$ cat config.mk
export PLATFORM = sky130hd
export DESIGN_NAME = sreg_mem
export DESIGN_NICKNAME = d
export VERILOG_FILES = /design/src/rtl/mmio_pkg.sv /design/src/rtl/sreg_mem.sv
export VERILOG_INCLUDE_DIRS = /design/src /design/src/rtl
export SDC_FILE = /design/constraint.sdc
export NUM_CORES = 1
export LEC_CHECK = 0
export BUFFER_PORTS_ARGS = -buffer_cell sky130_fd_sc_hd__buf_2
export CORE_ASPECT_RATIO = 1.2
export CORE_MARGIN = 5
export CORE_UTILIZATION = 55
export CTS_CLUSTER_DIAMETER = 80
export DETAILED_ROUTE_END_ITERATION = 8
export GPL_TIMING_DRIVEN = 0
export PLACE_DENSITY = 0.72
export RECOVER_POWER = 25
export SLEW_MARGIN = 20
export SYNTH_ARGS = -nofsm -noshare
export SYNTH_HDL_FRONTEND = slang
export SYNTH_SLANG_ARGS = --single-unit
$ cat constraint.sdc
create_clock -name clk -period 8.3 [get_ports clk]
set_input_delay 0.415 -clock clk [delete_from_list [all_inputs] [get_ports clk]]
set_output_delay 0.415 -clock clk [all_outputs]
set_load 0.05 [all_outputs]
$ cat src/rtl/mmio_settings.svh
// Register indexes, field widths, identity constants and system register count
`ifndef MMIO_SETTINGS_SVH
`define MMIO_SETTINGS_SVH

// MMIO address in 4-byte units, transaction id and data word widths
`define MMIO_ADDR_W 8
`define MMIO_TID_W 9
`define MMIO_DATA_W 64

// The system register file is small, so a 4-bit index reaches all of it
`define SREG_COUNT 16
`define SREG_IDX_W 4

// Local register indexes count 8-byte words, which is the MMIO address halved
`define CSR_IDX_DFH 3'd0
`define CSR_IDX_ID_L 3'd1
`define CSR_IDX_ID_H 3'd2
`define CSR_IDX_RSVD0 3'd3
`define CSR_IDX_RSVD1 3'd4
`define CSR_IDX_SREG_ADDR 3'd5
`define CSR_IDX_SREG_DATA 3'd6

// Addresses above this one belong to nobody and get no answer
`define CSR_ADDR_MAX 8'd13

// Function id and feature header, type AFU in the top nibble with revision 1
`define AFU_ID 128'h5e3a9c41_7b20_4d8f_a613_2c9e0b7f4d58
`define AFU_DFH 64'h1000_0000_0000_1001

`endif

$ cat src/rtl/mmio_pkg.sv
// Package with the MMIO vector types and the arbiter state enum
`include "mmio_settings.svh"

package mmio_pkg;

    // MMIO address, counted in 4-byte units
    typedef logic [`MMIO_ADDR_W-1:0] t_mmio_addr;

    // Transaction id that pairs a read with its response
    typedef logic [`MMIO_TID_W-1:0] t_mmio_tid;

    // One data word as carried on the request and response channels
    typedef logic [`MMIO_DATA_W-1:0] t_mmio_data;

    // Local register index after the address range has been checked
    typedef logic [2:0] t_csr_idx;

    // Index into the system register file
    typedef logic [`SREG_IDX_W-1:0] t_sreg_idx;

    // The arbiter is either free or waiting one cycle for read data
    typedef enum logic
    {
        arb_idle,
        arb_read_wait
    } t_arb_state;

endpackage

$ cat src/rtl/sreg_mem.sv
// Single-port system register storage with registered read data
`timescale 1ns/10ps
`include "mmio_settings.svh"

module sreg_mem
    import mmio_pkg::*;
(
    input logic clk,
    input logic mem_en,
    input logic mem_we,
    input t_sreg_idx mem_addr,
    input t_mmio_data mem_wdata,
    output t_mmio_data mem_rdata
);

    t_mmio_data regs [`SREG_COUNT];

    // A write leaves the read data register untouched, so a prior read stays visible
    always_ff @(posedge clk)
    begin
        if (mem_en)
        begin
            if (mem_we)
            begin
                regs[mem_addr] <= mem_wdata;
            end
            else
            begin
                mem_rdata <= regs[mem_addr];
            end
        end
    end

endmodule

==> metrics.txt, run 1 <==
Worst EP required 8650 ps; routed length per instance 31.53 um; die height 306.4 um; drt via density 6.402; cell area after synthesis 0.04028 mm^2; H-tree levels 3; Synth Warn # 0; clock latency on the worst-skew pair 660 ps; All-Layer GR Usage 24.03%; most common cell after layout, fill and taps aside edfxtp_1; count of hold-fix buffers inserted at cts 0; first-pass GRT wire length 138.1 mm; worst setup path class primary input to flop; commonest cells after routing, fill and taps aside edfxtp_1, mux4_2, a22oi_1; Ports 135; register area share after synthesis 81.12%; Final Hold Vio Count 0; final-report setup violation count 0; initial core utilization 55.61%; detailed placement HPWL 59.22 mm; startpoint types primary input; Critical R2R Launch regs[3][33]; Peak VDD IR 0.2199 mV; maximum number of pins on one net before global-route repair 24; overflow left after global routing 0; slew at the pin closest to its max-slew limit 966.2 ps; Pins Over Slew Limit 0; fraction of the cycle the final worst path needs 39.12%; Final Power 0.01125 W; Hold Startpoint mem_wdata[38]; horizontal extent of the die 257.0 um; Resize count post-CTS 0; DRC errors left 0; non-filler instance count after layout 2998; overall via count from detail_route 19193; final weighted congestion in routability-driven placement 0.7181; via count of the first global-routing pass 20252; Area growth syn-to-layout 16.79%; Leakage 15.01 nW; Cell Count Post-Placement 2811; Total Die Area 0.07876 mm^2; post-synthesis cell count 1652; CP endpoint kind flop; clock transition at the registers of the reported paths 60 ps; Pwr per Cell Area 239.2 mW/mm^2; max-slew headroom at the worst pin 35.58%; net count reported at finish 2045; drt total wl 94.52 mm; number of antenna violations at the first check in global routing 9; final critical path time including I/O delays and setup 3247 ps; WHS Endpoint regs[11][38]; Worst Path Arrival 3600 ps; highest achievable clock rate 0.3080 GHz; reg2reg path depth 3; instance count along the most critical hold path 1; Std-Cell Core Area 0.07243 mm^2; TritonCTS clock tree yes; number of distinct library cells after synthesis 17; DRC marker count from the first detailed-route iteration 2547; detailed-routing iteration count for the pre-antenna-repair pass 5; count of maximum capacitance violations 0; Clock Tree Root clkbuf_16; total clock buffers created by CTS 96; Critical R2R Capture mem_rdata[33]; Placement Setup Slack 4541 ps; buffers inserted during post-CTS setup optimization 0; setup skew after layout 26.13 ps; number of clock sinks 1088; number of rows created at floorplan 108; setup repair after global routing missed its margin false; count of antenna-violating nets left after detailed routing 0; CTS Buffer Depth 3; total nets after synthesis 1723; top fanout value on the critical path 10; Port Buffers 132; number of register bits inferred by synthesis 1088; Post-Synthesis Mean Instance Area 24.38 um^2; Register-to-Register Setup Slack 6740 ps; PnR worst setup slack 5053 ps; fraction of final layout cells with drive strength greater than 1 30.64%; outcome complete, no violations; Min-Delay Path Class primary input to flop
-- metrics by stage --
step	TNS, ps	cell area (um^2)	utilization, %	hold WS (ps)
floorplan	0	40280	-	513.9
global placement	-786780	42110	58.13	728.8
detailed placement	0	43880	60.58	730.4
CTS	0	47080	65.00	99.46
global route	0	47030	64.93	147.9
finish	0	47040	64.94	157.1
-- how the worst max path moves through the flow --
stage | from | end | slack (ps) | depth (start not counted)
after floorplan | mem_addr[0] | regs[0][0] | 2130 | 5
after global placement | mem_addr[1] | regs[3][44] | -3140 | 5
after detailed placement | mem_addr[1] | regs[3][27] | 4540 | 9
after CTS | mem_addr[1] | regs[3][34] | 5110 | 9
after global routing | mem_addr[1] | regs[3][34] | 5020 | 9
final | mem_addr[1] | regs[3][34] | 5050 | 9
-- kinds of logic (layout without fill, tap and decap cells) --
kind of cell | Yosys count | in the layout | share of synthesized area (%)
other cells | 0 | 7 | 0
flops | 1088 | 1088 | 81.12
buf+inv | 87 | 491 | 1.227
simple gates | 93 | 93 | 0.9538
mux | 256 | 256 | 14.32
compound gates | 128 | 128 | 2.386
-- flip-flops by register name, summed over array words and instances, names as in the netlist --
signal,cells
mem_rdata,64
regs,1024
-- metal layers --
metal	vias to the layer above	part of all wire [%]	GRT usage, %
met5	-	0.051	0
met4	6	3.1	7.343
met3	199	7.9	4.502
met2	1039	53	41.78
met1	10147	36	31.46
li1	7802	-	-
-- synth_stat cells --
cell type | count | share of area (%)
a22oi_1 | 128 | 2.4
and2_1 | 1 | 0.016
buf_1 | 1 | 0.0093
buf_2 | 14 | 0.17
buf_4 | 8 | 0.15
buf_6 | 16 | 0.45
clkbuf_1 | 48 | 0.45
edfxtp_1 | 1088 | 81
mux4_2 | 256 | 14
nand2_1 | 66 | 0.62
nand2b_1 | 2 | 0.031
nand4_1 | 1 | 0.016
nand4b_1 | 2 | 0.043
nor2_1 | 13 | 0.12
nor2b_1 | 3 | 0.047
nor3_1 | 4 | 0.050
or3_1 | 1 | 0.016
-- area by class of cell --
class                      count  area, um^2
antenna                        7       17.52
sequential                  1088       32670
buffer                        87       494.2
multi-input combinational    477        7231
fill                        4528       25390
clock buffer                 112        2462
clock inverter                68       743.2
timing repair buffer         224        2250
tap                          935        1170
-- worst max-delay path: stages --
cell	delay, ps
buf_2	250
buf_4	280
clkbuf_1	640
nand4_1	590
nor3_2	570
buf_6	230
buf_4	210
buf_4	220
buf_6	160
-- where the power goes --
group	leakage, nW	switching [W]	internal [W]
clock	1.56	0.00197	0.00258
combinational	3.61	0.000356	0.000203
sequential	9.84	0.0000200	0.00613
(Power assumes the default switching activity.)
==> run 2: changes to the inputs <==
==> constraint.sdc (replaced) <==
create_clock -name clk -period 3.28 [get_ports clk]
set_input_delay 0.164 -clock clk [delete_from_list [all_inputs] [get_ports clk]]
set_output_delay 0.164 -clock clk [all_outputs]
set_load 0.05 [all_outputs]
==> metrics.txt, run 2 (synthesized netlist as in run 1, its figures left out) <==
outcome complete, no violations; TritonCTS clock tree yes; number of rows created at floorplan 108 (unchanged); Worst Path Arrival 3450 ps (-150 ps); final-report setup violation count 0 (unchanged); CP endpoint kind flop; DRC marker count from the first detailed-route iteration 2373 (-6.8%); maximum number of pins on one net before global-route repair 22 (-8.3%); Std-Cell Core Area 0.07243 mm^2 (unchanged); die height 306.4 um (unchanged); top fanout value on the critical path 14 (+4); buffers inserted during post-CTS setup optimization 0 (unchanged); portion of total power attributed to the clock network 40.5% (about the same); count of antenna-violating nets left after detailed routing 0 (unchanged); max FFs per register 1024 (unchanged); Leakage 15.25 nW (+1.6%); Total Die Area 0.07876 mm^2 (unchanged); detailed-routing iteration count for the pre-antenna-repair pass 5 (unchanged); Top Registers regs x1024, mem_rdata x64; number of filler instances in the final layout 4457 (-1.6%); Peak VDD IR 0.5836 mV (+170%); Port Buffers 132 (unchanged); overall via count from detail_route 19267 (+0.39%); highest achievable clock rate 0.3207 GHz; final critical path time including I/O delays and setup 3118 ps; setup total negative slack 0 ps (unchanged); drt total wl 93.96 mm (-0.60%); detailed placement HPWL 59.39 mm (+0.28%); fraction of final layout cells with drive strength greater than 1 29.64% (-1.0 points); commonest cells after routing, fill and taps aside edfxtp_1, mux4_2, a22oi_1; initial core utilization 55.61% (unchanged); total clock buffers created by CTS 99 (+3.1%); Min-Delay Path Class primary input to flop; drt via density 6.338 (-1.0%); final weighted congestion in routability-driven placement 0.7134 (-0.65%); slew at the pin closest to its max-slew limit 998.9 ps (+32.69 ps); Ports 135 (unchanged); fraction of the cycle the final worst path needs 95.07%; Clock Tree Root clkbuf_16; Pins Over Slew Limit 0 (unchanged); Worst EP required 3620 ps (-5030 ps); register with the most flip-flops regs; Resize count post-CTS 0 (unchanged); H-tree levels 3 (unchanged); startpoint types primary input; part of the power in combinational logic 5.2% (+0.2 points); number of clock sinks 1088 (unchanged); number of antenna violations at the first check in global routing 5 (-4); overflow left after global routing 0 (unchanged); Final Power 0.02865 W (+150%); max-slew headroom at the worst pin 33.40% (-2.2 points); CTS Buffer Depth 3 (unchanged); DRC errors left 0 (unchanged); via count of the first global-routing pass 20528 (+1.4%); share of total power consumed by net switching 20.62% (-0.20 points); count of hold-fix buffers inserted at cts 66 (+66); net switching power 0.005907 W (+150%); count of maximum capacitance violations 0 (unchanged); Area growth syn-to-layout 18.42%; horizontal extent of the die 257.0 um (unchanged); Final Hold Vio Count 0 (unchanged); clock latency on the worst-skew pair 650 ps (about the same); routed length per instance 30.91 um (-2.0%); worst hold slack after final layout 173.2 ps (+16.19 ps); Pwr per Cell Area 600.7 mW/mm^2 (+150%); first-pass GRT wire length 138.2 mm (about the same); worst setup path class primary input to flop; net count reported at finish 2094 (+2.4%); clock transition at the registers of the reported paths 60 ps (about the same); register share of total power 54.3% (-0.4 points); All-Layer GR Usage 23.91% (-0.12 points); setup repair after global routing missed its margin false; Internal Dissipation 0.02274 W (+160%); setup skew after layout 23.33 ps (-2.793 ps); most common cell after layout, fill and taps aside edfxtp_1
run 2: layout make-up:
type | instances | area (um^2) | area share (%)
diodes | 3 | 7.507 | 0.01574
plain buffers | 87 | 494.2 | 1.036
clock buffers | 115 | 2623 | 5.499
clock inverters | 65 | 646.9 | 1.356
multi-input cells | 477 | 7256 | 15.21
flip-flops and latches | 1088 | 32670 | 68.50
well taps | 935 | 1170 | 2.453
repair buffers | 270 | 2825 | 5.924
run 2: critical path, cell delays in order:
cell and delay [ps]:
buf_2 250, buf_4 300, clkbuf_1 660, nand4_1 620
nor3_4 800, buf_8 240, buf_8 170, buf_8 190
run 2: power by group through the flow:
stage / clock [W] / sequential (W) / combinational (W)
floorplan: 0 / 0.0160 / 0.000699
global placement: 0 / 0.0159 / 0.00131
detailed placement: 0 / 0.0159 / 0.00142
CTS: 0.0117 / 0.0156 / 0.00151
global route: 0.0124 / 0.0156 / 0.00158
finish: 0.0116 / 0.0156 / 0.00148
run 2: metrics by stage:
step	utilization, %	area, um^2	worst slack, ps	instances
6_report	65.85	47690	161.6	3040
5_1_grt	65.84	47690	104.8	3037
4_1_cts	65.91	47740	231.3	3037
3_5_place_dp	60.48	43810	-402.0	2791
3_3_place_gp	58.16	42130	-4914	2719
2_1_floorplan	-	40300	-917.7	1652
run 2: final timing paths:
check | startpoint | end | slack (ps) | depth (start not counted)
worst max-delay path | mem_addr[1] | regs[3][24] | 160 | 8
worst min-delay path | mem_en | mem_rdata[8] | 170 | 3
worst max register to register | regs[11][32] | mem_rdata[32] | 1660 | 3
worst min register to register | regs[12][10] | mem_rdata[10] | 760 | 3
run 2: layer usage:
metal / global-route usage [%] / up-vias / wire length, um
met5: 0 / - / 27
met4: 7.692 / 4 / 2630
met3: 3.745 / 179 / 6901
met2: 41.89 / 960 / 50200
met1: 31.33 / 10232 / 34190
li1: - / 7892 / -
